==> config.mk <==
export PLATFORM = sky130hd
export DESIGN_NAME = cart_loader_top
export DESIGN_NICKNAME = d
export VERILOG_FILES = /design/src/rtl/cart_pkg.sv /design/src/rtl/cart_loader_top.sv /design/src/rtl/cheat_code_loader.sv /design/src/rtl/region_select.sv /design/src/rtl/quirk_table.sv /design/src/rtl/header_region_scan.sv /design/src/rtl/rom_write_bridge.sv
export SDC_FILE = /design/constraint.sdc
export NUM_CORES = 1
export LEC_CHECK = 0
export ABC_AREA = 0
export BUFFER_PORTS_ARGS = -buffer_cell sky130_fd_sc_hd__buf_4
export CORE_ASPECT_RATIO = 0.7
export CORE_UTILIZATION = 56
export CTS_CLUSTER_DIAMETER = 50
export DETAILED_ROUTE_END_ITERATION = 8
export GPL_TIMING_DRIVEN = 0
export PLACE_DENSITY = 0.83
export SYNTH_ARGS = -nofsm -noshare
export SYNTH_HDL_FRONTEND = slang
export SYNTH_SLANG_ARGS = --single-unit
export TNS_END_PERCENT = 5
==> constraint.sdc <==
create_clock -name clk_sys -period 4.95 [get_ports clk_sys]
set_input_delay 0.2475 -clock clk_sys [delete_from_list [all_inputs] [get_ports clk_sys]]
set_output_delay 0.2475 -clock clk_sys [all_outputs]
set_load 0.01 [all_outputs]
==> src/rtl/cart_pkg.sv <==
/*
 * Cartridge loader shared types
 * Load bus, region and quirk encodings, cheat record and header addresses
 */
package cart_pkg;

	// Default load bus widths
	localparam int ADDR_W = 25;
	localparam int DATA_W = 16;

	// One host write, wr is a single cycle strobe
	typedef struct packed {
		logic              wr;
		logic [ADDR_W-1:0] addr;
		logic [DATA_W-1:0] data;
	} load_bus_t;

	typedef enum logic [1:0] {
		REGION_JP = 2'd0,
		REGION_US = 2'd1,
		REGION_EU = 2'd2
	} region_e;

	typedef enum logic [1:0] {
		AUTO_FILE_EXT = 2'd0,
		AUTO_HEADER   = 2'd1,
		AUTO_OFF      = 2'd2
	} auto_region_e;

	typedef enum logic [1:0] {
		PRIO_US_EU_JP = 2'd0,
		PRIO_EU_US_JP = 2'd1,
		PRIO_US_JP_EU = 2'd2,
		PRIO_JP_US_EU = 2'd3
	} region_prio_e;

	// Region letters seen in the header
	typedef struct packed {
		logic j;
		logic u;
		logic e;
	} hdr_flags_t;

	typedef struct packed {
		logic sram;
		logic eeprom;
		logic noram;
		logic fifo;
		logic pier;
		logic svp;
		logic fmbusy;
	} quirk_flags_t;

	// Cheat record, flags in the top word
	typedef struct packed {
		logic [31:0] flags;
		logic [31:0] address;
		logic [31:0] compare;
		logic [31:0] replace;
	} gg_code_t;

	////////////////////////////////////////
	// Header byte addresses
	////////////////////////////////////////
	localparam logic [ADDR_W-1:0] HDR_REGION_ADDR_0 = 'h1F0;
	localparam logic [ADDR_W-1:0] HDR_REGION_ADDR_1 = 'h1F2;
	localparam logic [ADDR_W-1:0] HDR_DONE_ADDR     = 'h200;
	localparam logic [ADDR_W-1:0] SERIAL_FIRST      = 'h182;
	localparam logic [ADDR_W-1:0] SERIAL_MATCH      = 'h18C;

endpackage
==> src/rtl/cart_loader_top.sv <==
/*
 * Cartridge loader top level
 * Splits host downloads into cartridge and cheat streams and wires the blocks
 */
`timescale 1ns/1ps

module cart_loader_top
	import cart_pkg::*;
#(
	parameter int ADDR_W = cart_pkg::ADDR_W,
	parameter int DATA_W = cart_pkg::DATA_W
) (
	input  logic              clk_sys,
	input  logic              rst_n,
	input  logic              download,
	input  logic [7:0]        index,
	input  load_bus_t         load,
	input  logic              rom_we_ack,
	input  auto_region_e      auto_mode,
	input  region_prio_e      prio,
	output logic              load_wait,
	output logic              rom_we_req,
	output logic [ADDR_W-1:0] rom_addr,
	output logic [DATA_W-1:0] rom_data,
	output logic [ADDR_W-1:0] rom_size,
	output region_e           region_req,
	output logic              region_set,
	output quirk_flags_t      quirks,
	output gg_code_t          gg_code,
	output logic              gg_valid,
	output logic              gg_reset
);

	logic       cart_active;
	logic       code_active;
	logic       hdr_ready;
	hdr_flags_t hdr;

	// All-ones index marks a cheat download
	assign cart_active = download & ~(&index);
	assign code_active = download & (&index);

	rom_write_bridge #(.ADDR_W(ADDR_W), .DATA_W(DATA_W)) u_rom_bridge (
		.clk_sys, .rst_n, .cart_active, .load, .rom_we_ack,
		.load_wait, .rom_we_req, .rom_addr, .rom_data, .rom_size
	);

	header_region_scan u_hdr_scan (
		.clk_sys, .rst_n, .cart_active, .load, .hdr, .hdr_ready
	);

	quirk_table u_quirks (
		.clk_sys, .rst_n, .cart_active, .load, .quirks
	);

	region_select u_region (
		.clk_sys, .rst_n, .hdr, .hdr_ready, .index, .auto_mode, .prio,
		.region_req, .region_set
	);

	cheat_code_loader u_cheats (
		.clk_sys, .rst_n, .code_active, .load, .gg_code, .gg_valid, .gg_reset
	);

endmodule

==> src/rtl/cheat_code_loader.sv <==
/*
 * Cheat code loader
 * Fills a 128-bit code record from eight 16-bit writes
 */
`timescale 1ns/1ps

module cheat_code_loader
	import cart_pkg::*;
(
	input  logic      clk_sys,
	input  logic      rst_n,
	input  logic      code_active,
	input  load_bus_t load,
	output gg_code_t  gg_code,
	output logic      gg_valid,
	output logic      gg_reset
);

	logic wr_code;

	assign wr_code = load.wr & code_active;

	// Low half of each field comes first
	always_ff @(posedge clk_sys) begin
		if (wr_code) begin
			case (load.addr[3:0])
				4'd0:  gg_code.flags[15:0]    <= load.data;
				4'd2:  gg_code.flags[31:16]   <= load.data;
				4'd4:  gg_code.address[15:0]  <= load.data;
				4'd6:  gg_code.address[31:16] <= load.data;
				4'd8:  gg_code.compare[15:0]  <= load.data;
				4'd10: gg_code.compare[31:16] <= load.data;
				4'd12: gg_code.replace[15:0]  <= load.data;
				4'd14: gg_code.replace[31:16] <= load.data;
				default: ;
			endcase
		end
	end

	always_ff @(posedge clk_sys or negedge rst_n) begin
		if (!rst_n) begin
			gg_valid <= 1'b0;
			gg_reset <= 1'b0;
		end else begin
			// Record complete with the last replace word
			gg_valid <= wr_code && (load.addr[3:0] == 4'd14);
			// Address zero starts a new code list
			gg_reset <= wr_code && (load.addr == '0);
		end
	end

endmodule

==> src/rtl/region_select.sv <==
/*
 * Region select
 * Picks the console region from header flags or file index when the header completes
 */
`timescale 1ns/1ps

module region_select
	import cart_pkg::*;
(
	input  logic         clk_sys,
	input  logic         rst_n,
	input  hdr_flags_t   hdr,
	input  logic         hdr_ready,
	input  logic [7:0]   index,
	input  auto_region_e auto_mode,
	input  region_prio_e prio,
	output region_e      region_req,
	output logic         region_set
);

	logic ready_d;
	logic ready_rise;
	logic ready_fall;

	function automatic logic flagged(input region_e r, input hdr_flags_t h);
		case (r)
			REGION_JP: return h.j;
			REGION_US: return h.u;
			default:   return h.e;
		endcase
	endfunction

	// First flagged region in the order, else the order's first
	function automatic region_e resolve(input region_prio_e p, input hdr_flags_t h);
		region_e ord [3];
		case (p)
			PRIO_US_EU_JP: ord = '{REGION_US, REGION_EU, REGION_JP};
			PRIO_EU_US_JP: ord = '{REGION_EU, REGION_US, REGION_JP};
			PRIO_US_JP_EU: ord = '{REGION_US, REGION_JP, REGION_EU};
			default:       ord = '{REGION_JP, REGION_US, REGION_EU};
		endcase
		if (flagged(ord[0], h))
			return ord[0];
		else if (flagged(ord[1], h))
			return ord[1];
		else if (flagged(ord[2], h))
			return ord[2];
		return ord[0];
	endfunction

	assign ready_rise = hdr_ready & ~ready_d;
	assign ready_fall = ~hdr_ready & ready_d;

	always_ff @(posedge clk_sys or negedge rst_n) begin
		if (!rst_n) begin
			ready_d    <= 1'b0;
			region_req <= REGION_JP;
			region_set <= 1'b0;
		end else begin
			ready_d <= hdr_ready;
			if (ready_rise) begin
				case (auto_mode)
					AUTO_HEADER: begin
						region_set <= 1'b1;
						region_req <= resolve(prio, hdr);
					end
					AUTO_FILE_EXT: begin
						region_set <= |index;
						region_req <= region_e'(index[7:6]);
					end
					default: ;
				endcase
			end
			if (ready_fall)
				region_set <= 1'b0;
		end
	end

endmodule

==> src/rtl/quirk_table.sv <==
/*
 * Quirk table
 * Builds the cartridge serial from header writes and matches known titles
 */
`timescale 1ns/1ps

module quirk_table
	import cart_pkg::*;
(
	input  logic         clk_sys,
	input  logic         rst_n,
	input  logic         cart_active,
	input  load_bus_t    load,
	output quirk_flags_t quirks
);

	logic         cart_d;
	logic         cart_rise;
	logic         wr_cart;
	logic         match_wr;
	logic [63:0]  serial;
	quirk_flags_t hit;

	assign cart_rise = cart_active & ~cart_d;
	assign wr_cart   = load.wr & cart_active;
	assign match_wr  = wr_cart && (load.addr == SERIAL_MATCH);

	////////////////////////////////////////
	// Serial assembly, eight ASCII chars
	////////////////////////////////////////
	always_ff @(posedge clk_sys) begin
		if (wr_cart) begin
			case (load.addr)
				SERIAL_FIRST:     serial[63:56] <= load.data[15:8];
				SERIAL_FIRST + 2: serial[55:40] <= load.data;
				SERIAL_FIRST + 4: serial[39:24] <= load.data;
				SERIAL_FIRST + 6: serial[23:8]  <= load.data;
				SERIAL_FIRST + 8: serial[7:0]   <= load.data[7:0];
				default: ;
			endcase
		end
	end

	// One known title per quirk
	always_comb begin
		hit        = '0;
		hit.sram   = (serial == "T-081276");
		hit.eeprom = (serial == "MK-1215 ");
		hit.noram  = (serial == "T-113016");
		hit.fifo   = (serial == "T-89016 ");
		hit.pier   = (serial == "T-574023");
		hit.svp    = (serial == "MK-1229 ");
		hit.fmbusy = (serial == "T-35036 ");
	end

	always_ff @(posedge clk_sys or negedge rst_n) begin
		if (!rst_n) begin
			cart_d <= 1'b0;
			quirks <= '0;
		end else begin
			cart_d <= cart_active;
			if (cart_rise)
				quirks <= '0;
			else if (match_wr)
				quirks <= quirks | hit;
		end
	end

endmodule

==> src/rtl/header_region_scan.sv <==
/*
 * Header region scan
 * Collects region letters at 0x1F0/0x1F2 and flags the end of the header
 */
`timescale 1ns/1ps

module header_region_scan
	import cart_pkg::*;
(
	input  logic       clk_sys,
	input  logic       rst_n,
	input  logic       cart_active,
	input  load_bus_t  load,
	output hdr_flags_t hdr,
	output logic       hdr_ready
);

	logic       cart_d;
	logic       cart_rise;
	logic       cart_fall;
	logic       wr_cart;
	hdr_flags_t seen;

	// One letter maps to one flag
	function automatic hdr_flags_t classify(input logic [7:0] ch);
		hdr_flags_t f;
		f = '0;
		if (ch == "J")
			f.j = 1'b1;
		else if (ch == "U")
			f.u = 1'b1;
		else if (ch >= "0" && ch <= "Z")
			f.e = 1'b1;
		return f;
	endfunction

	assign cart_rise = cart_active & ~cart_d;
	assign cart_fall = ~cart_active & cart_d;
	assign wr_cart   = load.wr & cart_active;

	always_comb begin
		seen = '0;
		if (wr_cart && load.addr == HDR_REGION_ADDR_0)
			seen = classify(load.data[15:8]) | classify(load.data[7:0]);
		else if (wr_cart && load.addr == HDR_REGION_ADDR_1)
			seen = classify(load.data[7:0]);
	end

	always_ff @(posedge clk_sys or negedge rst_n) begin
		if (!rst_n) begin
			cart_d    <= 1'b0;
			hdr       <= '0;
			hdr_ready <= 1'b0;
		end else begin
			cart_d <= cart_active;
			// Sticky flags, cleared as a new image starts
			hdr <= (cart_rise ? hdr_flags_t'('0) : hdr) | seen;
			if (cart_fall)
				hdr_ready <= 1'b0;
			else if (wr_cart && load.addr == HDR_DONE_ADDR)
				hdr_ready <= 1'b1;
		end
	end

endmodule

==> src/rtl/rom_write_bridge.sv <==
/*
 * ROM write bridge
 * Byte-swaps cartridge words onto a two-phase toggle handshake and holds the host off
 */
`timescale 1ns/1ps

module rom_write_bridge
	import cart_pkg::*;
#(
	parameter int ADDR_W = cart_pkg::ADDR_W,
	parameter int DATA_W = cart_pkg::DATA_W
) (
	input  logic              clk_sys,
	input  logic              rst_n,
	input  logic              cart_active,
	input  load_bus_t         load,
	input  logic              rom_we_ack,
	output logic              load_wait,
	output logic              rom_we_req,
	output logic [ADDR_W-1:0] rom_addr,
	output logic [DATA_W-1:0] rom_data,
	output logic [ADDR_W-1:0] rom_size
);

	logic cart_d;
	logic cart_rise;
	logic cart_fall;
	logic wr_accept;

	assign cart_rise = cart_active & ~cart_d;
	assign cart_fall = ~cart_active & cart_d;

	// Handshake restarts from zero on a new download
	assign wr_accept = load.wr & cart_active & ~cart_rise;

	////////////////////////////////////////
	// Handshake and wait flag
	////////////////////////////////////////
	always_ff @(posedge clk_sys or negedge rst_n) begin
		if (!rst_n) begin
			cart_d     <= 1'b0;
			rom_we_req <= 1'b0;
			load_wait  <= 1'b0;
			rom_size   <= '0;
		end else begin
			cart_d <= cart_active;
			if (cart_rise) begin
				rom_we_req <= 1'b0;
				load_wait  <= 1'b0;
			end else if (wr_accept) begin
				rom_we_req <= ~rom_we_req;
				load_wait  <= 1'b1;
			end else if (load_wait && (rom_we_req == rom_we_ack)) begin
				// Memory has caught up with the last toggle
				load_wait <= 1'b0;
			end

			// Last accepted address is the image size
			if (cart_fall) begin
				rom_size  <= rom_addr;
				load_wait <= 1'b0;
			end
		end
	end

	// Address and swapped data change together with the toggle
	always_ff @(posedge clk_sys) begin
		if (wr_accept) begin
			rom_addr <= ADDR_W'(load.addr);
			rom_data <= DATA_W'({load.data[7:0], load.data[15:8]});
		end
	end

endmodule

After elaboration in Yosys (flattened, before gate mapping)

Cells that the tools add are included.

Bits in registers: 278
Latch bits: 0
Bits in writable memories: 0
ROM bits: 0
Input port bits: 58
Logic and storage cells: 187
Memories kept: 0

Add/sub/neg operators: 0
Multiply operators: 0
Div/mod/pow operators: 0
Order comparisons: 4
Eq/ne operators: 34
Shift operators: 0
Mux-type cells: 55
Bitwise operators: 19
Reduce and logical (&&, ||, !) cells: 40

Operators by type and width:

| operator                                                               | count |
|---|---|
| 64-bit by 63-bit == test with 1-bit output (second input constant)     | 7 |
| 25-bit by 9-bit == test with 1-bit output (second input constant)      | 8 |
| 1-bit 2-to-1 mux                                                       | 34 |
| 8-bit by 7-bit == test with 1-bit output (second input constant)       | 4 |
| 2-bit AND reduction                                                    | 15 |
| 25-bit by 10-bit == test with 1-bit output (second input constant)     | 1 |
| 25-bit logical NOT                                                     | 1 |
| 6-bit one-hot mux with 3 select lines                                  | 1 |
| 4-bit == test (second input constant)                                  | 4 |
| 8-bit by 6-bit >= comparator with 1-bit output (second input constant) | 2 |
| 8-bit by 7-bit <= comparator with 1-bit output (second input constant) | 2 |
| 2-bit 2-to-1 mux                                                       | 8 |
| 7-bit 2-to-1 mux                                                       | 2 |
| 6-bit 2-to-1 mux                                                       | 2 |
| 2-bit by 1-bit == test with 1-bit output (second input constant)       | 5 |
| 2-bit logical NOT                                                      | 5 |
| 2-bit nonzero test                                                     | 5 |
| 1-bit AND                                                              | 9 |
| 1-bit logical AND                                                      | 9 |
| 3-bit 2-to-1 mux                                                       | 3 |
| 4-bit by 3-bit == test with 1-bit output (second input constant)       | 2 |
| 1-bit one-hot mux with 2 select lines                                  | 4 |
| 8-bit AND reduction                                                    | 1 |
| 8-bit OR reduction                                                     | 1 |
| 10 further kinds                                                       | 17 |

Logic depth before layout (Yosys ltp)

Gate-level depths: netlist (run 1).

Word-level depth: 22
Mapped depth: 9
Depth with buffers taken out: 9

Cells and area by module

From an unflattened synthesis (run 1), not the netlist that was laid out.

Cell total of the unflattened synthesis: 520
Area total of the unflattened synthesis: 10,020.9 um^2

By module, submodules not included:

| module             | times used | cells each | area each (um^2) | seq. area each (um^2) |
|---|---|---|---|---|
| cheat_code_loader  | 1          | 151        | 4,052.6          | 3,893.7 |
| quirk_table        | 1          | 172        | 2,780.2          | 2,122.0 |
| rom_write_bridge   | 1          | 109        | 2,434.8          | 1,931.9 |
| header_region_scan | 1          | 52         | 439.2            | 125.1 |
| region_select      | 1          | 31         | 285.3            | 100.1 |
| cart_loader_top    | 1          | 5          | 28.8             | 0.0 |

Worst setup path after synthesis (run 1)

No wires, ideal clock.

Kind: input to register
Start: input index[7]
End: register u_rom_bridge.rom_addr[0], enable pin
Setup time: 442 ps
Data arrival time: 2,647 ps
Required time: 4,508 ps
Slack: 1,861 ps
Stages on the path: 5
Cells stage by stage: nand4_1 -> nor2_1 -> nor2b_1 -> ha_1 -> nor2_1

Word-level cells in the longest chain between the ends: 6
Elaborated cells on any way between the ends: 7
Those cells by class: bitwise (6); reduce/logical (1)

Ends and longest elaborated chain:

| item                       | RTL line               | text |
|---|---|---|
| start: declaration         | cart_loader_top.sv:16  | `input logic [7:0] index,` |
| 8-bit AND reduction *      | cart_loader_top.sv:40  | `assign cart_active = download & ~(&index);` |
| 1-bit inverter *           | cart_loader_top.sv:40  |  |
| 1-bit AND *                | cart_loader_top.sv:40  |  |
| net cart_active            | cart_loader_top.sv:34  | `logic cart_active;` |
| 1-bit AND                  | -                      |  |
| 1-bit inverter             | rom_write_bridge.sv:34 | `assign wr_accept = load.wr & cart_active & ~cart_rise;` |
| 1-bit AND *                | rom_write_bridge.sv:34 |  |
| net u_rom_bridge.wr_accept | rom_write_bridge.sv:28 | `logic wr_accept;` |
| end signal: assignment     | rom_write_bridge.sv:69 | `rom_addr <= ADDR_W'(load.addr);` |
| end: declaration           | rom_write_bridge.sv:20 | `output logic [ADDR_W-1:0] rom_addr,` |

Mark *: on every way through the listed nets, which the timed path passes. The rest lies on a longest branch.
A chain may end at the register's enable or synchronous reset.

Worst setup path in the final report (run 1)

Start: input load[34] in the netlist's numbering
End: register u_quirks.serial[58], enable pin

Word-level cells in the longest chain between the ends: 2

Ends and longest elaborated chain:

| item                                      | RTL line              | text |
|---|---|---|
| start: declaration                        | cart_loader_top.sv:17 | `input load_bus_t load,` |
| 25-bit by 9-bit == test with 1-bit output | quirk_table.sv:33     | `case (load.addr)` |
| 2-bit AND reduction (no source line)      | -                     |  |
| end signal: assignment                    | quirk_table.sv:34     | `SERIAL_FIRST: serial[63:56] <= load.data[15:8];` |
| end: declaration                          | quirk_table.sv:21     | `logic [63:0] serial;` |

Every way passes these cells.

==> impl_metrics.toml, run 1 <==
[cts]
clk_pin_slew_ns = 0.07
cts_buffer_depth = 3
postCtsSetupBuffers = 0
cts-htree-levels = 1
cts.sinks = 278
cts_tree = "done"
root_buffer = "clkbuf_16"
clock_latency_ns = 0.52
cts-buffers-inserted = 25

[finish]
regArea_um2 = 8123
num-fill-cells = 909
design_area_um2 = 13050
insertedDiodeCount = 0
multiInputGateArea_um2 = 1519
drive_above_1_share_pct = 41.39
fin_nets = 892
area_growth_pct = 35.14

[synthesis]
ys.flop_type = "edfxtp_1"
synth_top_area_cell = "edfxtp_1"
syn-cell-area_um2 = 9654
yosysUniqueCellTypes = 48
yosysSeqAreaShare_pct = 84.14
synthArstFlopShare_pct = 16.19
synth_common_cells = "edfxtp_1, dfrtp_1, nor2_1"
ys_seq_elements = 278
yosysWarnings = 0
synth_most_common_cell = "edfxtp_1"
synth_area_per_cell_um2 = 18.97
synth_nets = 571
synth.area.top_cells = "edfxtp_1, dfrtp_1, mux2_2, nor2_1, nand2_1"
syn_inst = 509
synth_top_area_share_pct = 72.47
synth_edf_count = 233

[global_routing]
grt_first_pass_wirelength_um = 37650
grt_start_max_net_pins = 46
antenna_found_initial = 1
track_usage_pct = 28.48
first_global_vias = 6397
grt-ovfl-total = 0

[placed_design]
place.gp.congestion = 0.8890
hpwl_um = 16060
placed_cell_area_um2 = 12000
io_buffers = 265

[drt]
drt_iter0_drc = 614
drt-total-wl_um = 25270
ant_nets = 0
drt_drc_violations_left = 0
wl_per_cell_um = 23.55
vias = 6206
vias_per_cell = 5.784
firstDrtPassIters = 5

[worst_setup_path]
path_max_fanout = 8
endpoint_kind = "flop"
crit_type = "input pin to flop"
reg2reg_from = "u_quirks.cart_d$_DFF_PN0_"
start_kind = "input pin"
critPathLaunch = "load[34]"
worstPathRequired_ns = 5.09
cp.arrival_ns = 3.24

[min_path]
hold_class = "input pin to flop"
holdCritStartpoint = "load[13]"

[floorplanning]
io_pins = 266
core_area_um2 = 16590
rows = 39
die_area_um2 = 17780
dieWidth_um = 158.9
die_h_um = 111.9
start_util_pct = 58.19

[sta]
fin_tns_setup_ns = 0
setup_violations = 0
rsz0062_at_grt = "false"
period_share_pct = 62.45
hold_violations = 0
skew_ns = 0.01541
tightest_slew_ns = 1.058
min_period_ns = 3.091
fmax_mhz = 323.5
relSlewSlack_pct = 28.92
report.final.slew_viol_count = 0

[power_and_ir_drop]
powerDensity_nw_per_um2 = 365.7
peakVddDrop_v = 0.0003281
p_leak_uw = 0.004860

[job]
cap_violations = 0

[status]
outcome = "finished clean"
kinds of logic (layout without fill, tap and decap cells):
group                    count (synthesis)  after routing  share of synthesized area, %
flip-flops                             278            278                         84.14
AND/OR/NAND/NOR                        153            153                         9.266
AO/OA/AOI/OAI                           33             33                         2.359
multiplexers                            26             26                         3.020
buffers and inverters                   13            352                        0.5182
adder cells (fa/ha/maj)                  4              4                        0.5184
XOR/XNOR                                 2              2                        0.1815
power by group:
| group | switching, µW | leakage, µW | internal (µW) |
|---|---|---|---|
| sequential | 31.1 | 0.00267 | 2590 |
| clock | 817 | 0.000378 | 1030 |
| combinational | 163 | 0.00181 | 142 |
| total | 1010 | 0.00486 | 3760 |
layout make-up:
type	count	share of cell area, %
sequential	278	62.26
timing repair buffer	294	17.63
buffer	3	0.09590
tap	225	2.158
clock buffer	27	4.853
clock inverter	18	1.074
multi-input combinational	218	11.64
inverter	10	0.2877
layer usage:
metal  routed length, µm  up-vias  global-route usage [%]
met5                   0        -                       0
met4                 640        0                   9.487
met3                2466       51                   6.781
met2               11770      405                   45.32
met1               10390     3106                   39.32
li1                    -     2644                       -
through the flow:
stage               utilization [%]  power [µW]  cells  setup slack (ns)  hold slack (ns)
floorplan                         -        2751    509             1.861         -0.04809
global placement              71.88        2931    999            0.7263           0.2894
detailed placement            72.30        2948   1002             1.827           0.2958
CTS                           78.53        4768   1073             1.807          0.03804
global route                  78.64        4891   1073             1.758          0.05945
finish                        78.64        4771   1073             1.859          0.06836
registers in the layout (all words and copies together) (netlist names):
register                 count
u_region.ready_d             1
u_region.region_set          1
u_cheats.gg_valid            1
u_rom_bridge.load_wait       1
u_quirks.serial             64
u_cheats.gg_reset            1
u_rom_bridge.rom_addr       25
u_rom_bridge.rom_we_req      1
u_quirks.cart_d              1
u_quirks.quirks              7
u_hdr_scan.hdr               3
u_hdr_scan.hdr_ready         1
u_rom_bridge.rom_data       16
u_region.region_req          2
u_rom_bridge.rom_size       25
u_cheats.gg_code           128
final timing paths:
| check | slack (ns) | cells after the start | end |
|---|---|---|---|
| min in group asynchronous | 0.33 | 2 | u_rom_bridge.rom_size[15]$_DFFE_PN0P_ |
| worst max register to register | 2.90 | 4 | u_rom_bridge.rom_size[22]$_DFFE_PN0P_ |
| worst min register to register | 0.45 | 0 | u_region.ready_d$_DFF_PN0_ |
| worst max-delay path | 1.86 | 7 | u_quirks.serial[58]$_DFFE_PP_ |
| max in group asynchronous | 4.19 | 2 | u_rom_bridge.rom_size[9]$_DFFE_PN0P_ |
| worst min-delay path | 0.07 | 1 | u_cheats.gg_code[125]$_DFFE_PP_ |
layout by cell type (no fill, tap or decap), drive strengths merged, types with 2 or more instances in the layout:
cell type    Yosys  routed
nor3            11      11
nand3           15      15
clkinvlp         0       2
clkinv           1      14
o211ai           2       2
nand4           14      14
inv              9      10
nor4b            4       4
dlygate4sd3      0      26
o21ai            6       6
nand3b           2       2
nor3b            5       5
buf              2     270
xor2             2       2
or4bb            2       2
mux2            25      25
dfrtp           45      45
bufinv           0       2
nand4b           7       7
o31ai            7       7
edfxtp         233     233
nand2           25      25
nor4bb           4       4
nor4            16      16
nand2b           3       3
a31oi            2       2
o2bb2ai          2       2
nor2b            7       7
clkbuf           1      28
a21oi            7       7
ha               4       4
nor2            34      34
critical path: stages:
cell and delay, ns:
dlygate4sd3_1 0.57, buf_4 0.15, nor4_1 0.49, nand3_1 0.29, nor3_2 0.40, nand3_1 0.22
nor3_1 0.86
what timing repair did:
action                                 in CTS  in global routing
hold buffers                               26                  0
endpoints found under the hold margin      71                  0
resized for setup                           0                  0
Power figures use the tool's default switching activity.
==> run 2, diff against run 1 <==
ABC_AREA = 1   (was 0)
CORE_UTILIZATION = 53   (was 56)
PLACE_DENSITY = 0.78   (was 0.83)
clock period = 2.9 ns   (was 4.95 ns; I/O delays follow)
==> run 2 against run 1 <==
Register-to-register slack worse by 2.1 ns. Global-route usage decreased by 1.2 points. Utilization shrank 4.1 points.
==> impl_metrics.toml, run 2 <==
[finish]
regArea_um2 = 8123
layout_commonest_cell = "buf_4"
num-fill-cells = 1168
area_growth_pct = 36.65
final_cell_mix = "buf_4, edfxtp_1, nand2_1"
drive_above_1_share_pct = 31.47
insertedDiodeCount = 0
fin_nets = 1186
multiInputGateArea_um2 = 1933
largest_reg_flops = 128

[synthesis]
synth_common_cells = "edfxtp_1, nand2_1, nor2_1"
syn_inst = 777
synth_nets = 839
synth_most_common_cell = "edfxtp_1"
ys.flop_type = "edfxtp_1"
yosysSeqAreaShare_pct = 78.31
synth_top_area_share_pct = 67.45
syn-cell-area_um2 = 10370
yosysWarnings = 0
synthArstFlopShare_pct = 16.19
synth_area_per_cell_um2 = 13.35
synth.area.top_cells = "edfxtp_1, dfrtp_1, nand2_1, nor2_1, inv_1"
yosysUniqueCellTypes = 27
ys_seq_elements = 278
synth_edf_count = 233
synth_top_area_cell = "edfxtp_1"

[global_routing]
antenna_found_initial = 0
grt_start_max_net_pins = 46
track_usage_pct = 27.26
grt_first_pass_wirelength_um = 40550
first_global_vias = 7206
grt-ovfl-total = 0

[worst_setup_path]
slowest_stage = "nor2_1"
endpoint_kind = "flop"
crit_chain = "dlygate4sd3_1 > buf_4 > nor2_1 > nand2_1 > nor3_4 > nand2_2 > nor2_2 > inv_2 > nor2_1"
reg2reg_to = "u_region.region_req[0]$_DFFE_PN0P_"
worstPathRequired_ns = 3.03
worstRegToRegCells = 7
slowest_delay_ns = 0.99
cp.arrival_ns = 2.77
crit_type = "input pin to flop"
reg2reg_from = "u_hdr_scan.hdr_ready$_DFFE_PN0P_"
start_kind = "input pin"
path_buf_inv = 3
path_delay_family = "simple AND/OR/NAND/NOR gates"
reg2reg_slack_ns = 0.77
path_max_fanout = 16
crit_top_cell = "nor2_1"
critPathLaunch = "load[37]"

[cts]
cts_buffer_depth = 3
cts.sinks = 278
root_buffer = "clkbuf_16"
cts-htree-levels = 1
cts-buffers-inserted = 26
clk_pin_slew_ns = 0.07
clock_latency_ns = 0.54
cts_tree = "done"

[sta]
hold_violations = 0
relSlewSlack_pct = 11.05
skew_ns = 0.02169
rsz0062_at_grt = "false"
fmax_mhz = 378.6
report.final.slew_viol_count = 0
setup_violations = 0
min_period_ns = 2.641
fin_hold_ws_ns = 0.01702
fin_ws_ns = 0.2587
period_share_pct = 91.08
tightest_slew_ns = 1.329

[min_path]
holdCritStartpoint = "load[1]"
min_path_cells = 1
hold_end = "u_rom_bridge.rom_data[9]$_DFFE_PP_"
hold_class = "input pin to flop"

[drt]
vias_per_cell = 5.104
drt_drc_violations_left = 0
vias = 7187
ant_nets = 0
firstDrtPassIters = 5
drt_iter0_drc = 560
wl_per_cell_um = 19.30
drt-total-wl_um = 27180

[floorplanning]
dieWidth_um = 169.2
io_pins = 266
start_util_pct = 54.53
die_area_um2 = 20140
die_h_um = 119.0
core_area_um2 = 19020
rows = 42

[status]
outcome = "finished clean"

[placed_design]
io_buffers = 265
place.gp.congestion = 0.8187
hpwl_um = 17540
pre_cts_slack_ns = 0.2700

[power_and_ir_drop]
peakVddDrop_v = 0.0005615
p_leak_uw = 0.005749
powerDensity_nw_per_um2 = 607.4

[job]
cap_violations = 0
[run 2: cell count changes after synthesis, moves of 6 or more]
cell / change
inv_1: +76
nor2_1: +109
nand2_1: +138
o31ai_1: -6
nand4b_1: -7
nor4_1: -13
nand3_1: +8
nand4_1: -6
nor2b_1: -7
[run 2: worst max-delay path by stage]
stage | end | slack (ns) | cells after the start
after floorplan | u_rom_bridge.rom_addr[0]$_DFFE_PP_ | 0.61 | 7
after global placement | u_cheats.gg_code[13]$_DFFE_PP_ | -0.83 | 7
after detailed placement | u_quirks.serial[33]$_DFFE_PP_ | 0.27 | 8
after CTS | u_quirks.serial[28]$_DFFE_PP_ | 0.24 | 9
after global routing | u_quirks.serial[18]$_DFFE_PP_ | 0.08 | 9
final | u_quirks.serial[15]$_DFFE_PP_ | 0.26 | 9
[run 2: timing repair]
action | in CTS | in global routing
resized for setup | 0 | 1
endpoints found under the hold margin | 220 | 0
buffers inserted | 0 | 0
setup endpoints to repair | 0 | 16
hold buffers | 48 | 0
[run 2: metal layers]
layer,vias up,share of wire [%],GRT usage (%)
li1,3320,-,-
met1,3488,41,36.00
met2,330,47,43.90
met3,49,9.5,8.175
met4,0,2.5,8.108
met5,-,0,0
[run 2: logic make-up after synthesis]
| logic type | count (synthesis) | synth area share [%] |
|---|---|---|
| AND/OR/NAND/NOR | 354 | 13.76 |
| flip-flops | 278 | 78.31 |
| buffers and inverters | 91 | 3.366 |
| AO/OA/AOI/OAI | 25 | 1.363 |
| multiplexers | 25 | 2.714 |
| adder cells (fa/ha/maj) | 4 | 0.4825 |
[run 2: layout make-up]
cell class	count	share of cell area (%)
Clock inverter	18	1.651
Clock buffer	30	4.696
Timing Repair Buffer	319	17.91
Tap cell	264	2.331
Multi-Input combinational cell	408	13.64
Inverter	87	2.322
Buffer	4	0.1412
Sequential cell	278	57.31
[run 2: through the flow]
step                cell area [µm²]  power [µW]  setup TNS, ns  cells  util, %
finish                        14170        8610              0   1408    74.51
global route                  14170        8841              0   1408    74.51
CTS                           14170        8598              0   1408    74.48
detailed placement            12790        5038              0   1312    67.23
global placement              12690        5023         -26.17   1306    66.73
floorplan                     10380        4712              0    777        -
[run 2: report_power, final]
group / internal [µW] / switching [µW]
registers: 4420 / 48.1
logic: 268 / 290
clock network: 2110 / 1480
==> run 3, diff against run 2 <==
SETUP_SLACK_MARGIN = 0.5   (was unset)
==> run 3 against run 2 <==
Via count fell by 0.70%. Final cell count up 0.21%. Clock power is essentially flat. Sequential cell count stayed put. Largest cell class unchanged. Largest power group unchanged. Highest routed layer unchanged.
==> impl_metrics.toml, run 3 (synthesized netlist as in run 2, its figures left out) <==
[cts]
cts_buffer_depth = 3
cts-buffers-inserted = 26
clock_latency_ns = 0.53
cts.sinks = 278
clk_pin_slew_ns = 0.06
cts-htree-levels = 1
cts_tree = "done"
root_buffer = "clkbuf_16"
postCtsSetupBuffers = 0

[min_path]
min_path_cells = 1
hold_class = "input pin to flop"

[finish]
final_cell_mix = "buf_4, edfxtp_1, nand2_1"
fin_nets = 1189
design_area_um2 = 14200
regArea_um2 = 8123
area_growth_pct = 36.94
num-fill-cells = 1164
final_cells = 1411
multiInputGateArea_um2 = 1933
insertedDiodeCount = 0
drive_above_1_share_pct = 31.39
largest_reg_flops = 128
layout_commonest_cell = "buf_4"

[worst_setup_path]
endpoint_kind = "flop"
slowest_stage = "nor2_1"
slowest_delay_ns = 0.97
reg2reg_from = "u_hdr_scan.hdr_ready$_DFFE_PN0P_"
path_delay_family = "simple AND/OR/NAND/NOR gates"
crit_chain = "dlygate4sd3_1 > buf_4 > inv_1 > nand2_1 > nor2_1 > nand3_1 > nor2_2 > inv_2 > nor2_1"
start_kind = "input pin"
crit_top_cell = "nor2_1"
worstRegToRegCells = 7
worstPathRequired_ns = 3.03
reg2reg_to = "u_region.region_req[0]$_DFFE_PN0P_"
endpoint = "u_quirks.serial[15]$_DFFE_PP_"
crit_type = "input pin to flop"
path_max_fanout = 16
critical_path_cell_count = 9
cp.arrival_ns = 2.49
path_buf_inv = 4
reg2reg_slack_ns = 0.77
critPathLaunch = "load[26]"

[drt]
vias = 7137
vias_per_cell = 5.058
drt_drc_violations_left = 0
drt_iter0_drc = 532
ant_nets = 0
wl_per_cell_um = 19.29
drt-total-wl_um = 27220
firstDrtPassIters = 7

[floorplanning]
die_area_um2 = 20140
rows = 42
dieWidth_um = 169.2
io_pins = 266
die_h_um = 119.0
start_util_pct = 54.53
core_area_um2 = 19020

[sta]
hold_violations = 0
fin_hold_ws_ns = 0.01947
skew_ns = 0.01559
fmax_mhz = 422.9
setup_violations = 0
report.final.slew_viol_count = 0
min_period_ns = 2.365
fin_ws_ns = 0.5354
tightest_slew_ns = 1.305
rsz0062_at_grt = "true"
relSlewSlack_pct = 12.65
period_share_pct = 81.54

[placed_design]
pre_cts_slack_ns = 0.2700
placed_cell_area_um2 = 12790
placed_cells = 1312
hpwl_um = 17540
io_buffers = 265
place.gp.congestion = 0.8187

[global_routing]
antenna_found_initial = 0
grt_first_pass_wirelength_um = 41020
first_global_vias = 7265
grt_start_max_net_pins = 46
track_usage_pct = 27.57
grt-ovfl-total = 0

[power_and_ir_drop]
power_uw = 8597
peakVddDrop_v = 0.0005593
p_leak_uw = 0.005767
powerDensity_nw_per_um2 = 605.2

[status]
outcome = "finished clean"

[job]
cap_violations = 0
[run 3: cell types whose count changed in the layout (fill, tap and decap cells not counted)]
cell / previous run / this run
dlygate4sd3_1: 48 / 51
[run 3: how the worst min path moves through the flow]
stage | startpoint | to | slack [ns]
2_1_floorplan | rst_n | u_cheats.gg_reset$_DFF_PN0_ | -0.15
3_3_place_gp | rst_n | u_region.region_req[1]$_DFFE_PN0P_ | 0.19
3_5_place_dp | rst_n | u_region.region_req[1]$_DFFE_PN0P_ | 0.20
4_1_cts | load[6] | u_rom_bridge.rom_data[14]$_DFFE_PP_ | 0.005
5_1_grt | load[6] | u_rom_bridge.rom_data[14]$_DFFE_PP_ | 0.001
6_report | load[6] | u_rom_bridge.rom_data[14]$_DFFE_PP_ | 0.02
[run 3: cell type report]
cell class                 count  area share (%)
buffer                         4          0.1409
sequential                   278           57.19
clock inverter                18           1.647
tap                          264           2.326
inverter                      87           2.317
timing repair buffer         322           18.08
clock buffer                  30           4.686
multi-input combinational    408           13.61
[run 3: where the power goes]
part           switching, µW  internal, µW  total, µW
sequential              48.0          4420       4470
clock                   1460          2110       3570
combinational            287           268        556
[run 3: timing repair]
| item | in CTS | in global routing |
|---|---|---|
| hold endpoints to repair | 220 | 1 |
| hold buffers | 50 | 1 |
| resized for setup | 0 | 1 |
| endpoints found under the setup margin | 0 | 32 |
[run 3: routing by layer]
| metal | share of wire, % | global-route usage, % |
|---|---|---|
| met1 | 39 | 34.97 |
| met3 | 10 | 9.671 |
| met4 | 2.8 | 8.840 |
| met5 | 0 | 0 |
| met2 | 48 | 44.62 |
[run 3: stage by stage]
stage	TNS [ns]	utilization, %
finish	0	74.66
global route	0	74.66
global placement	-26.17	66.73
floorplan	0	-
CTS	0	74.59
detailed placement	0	67.23
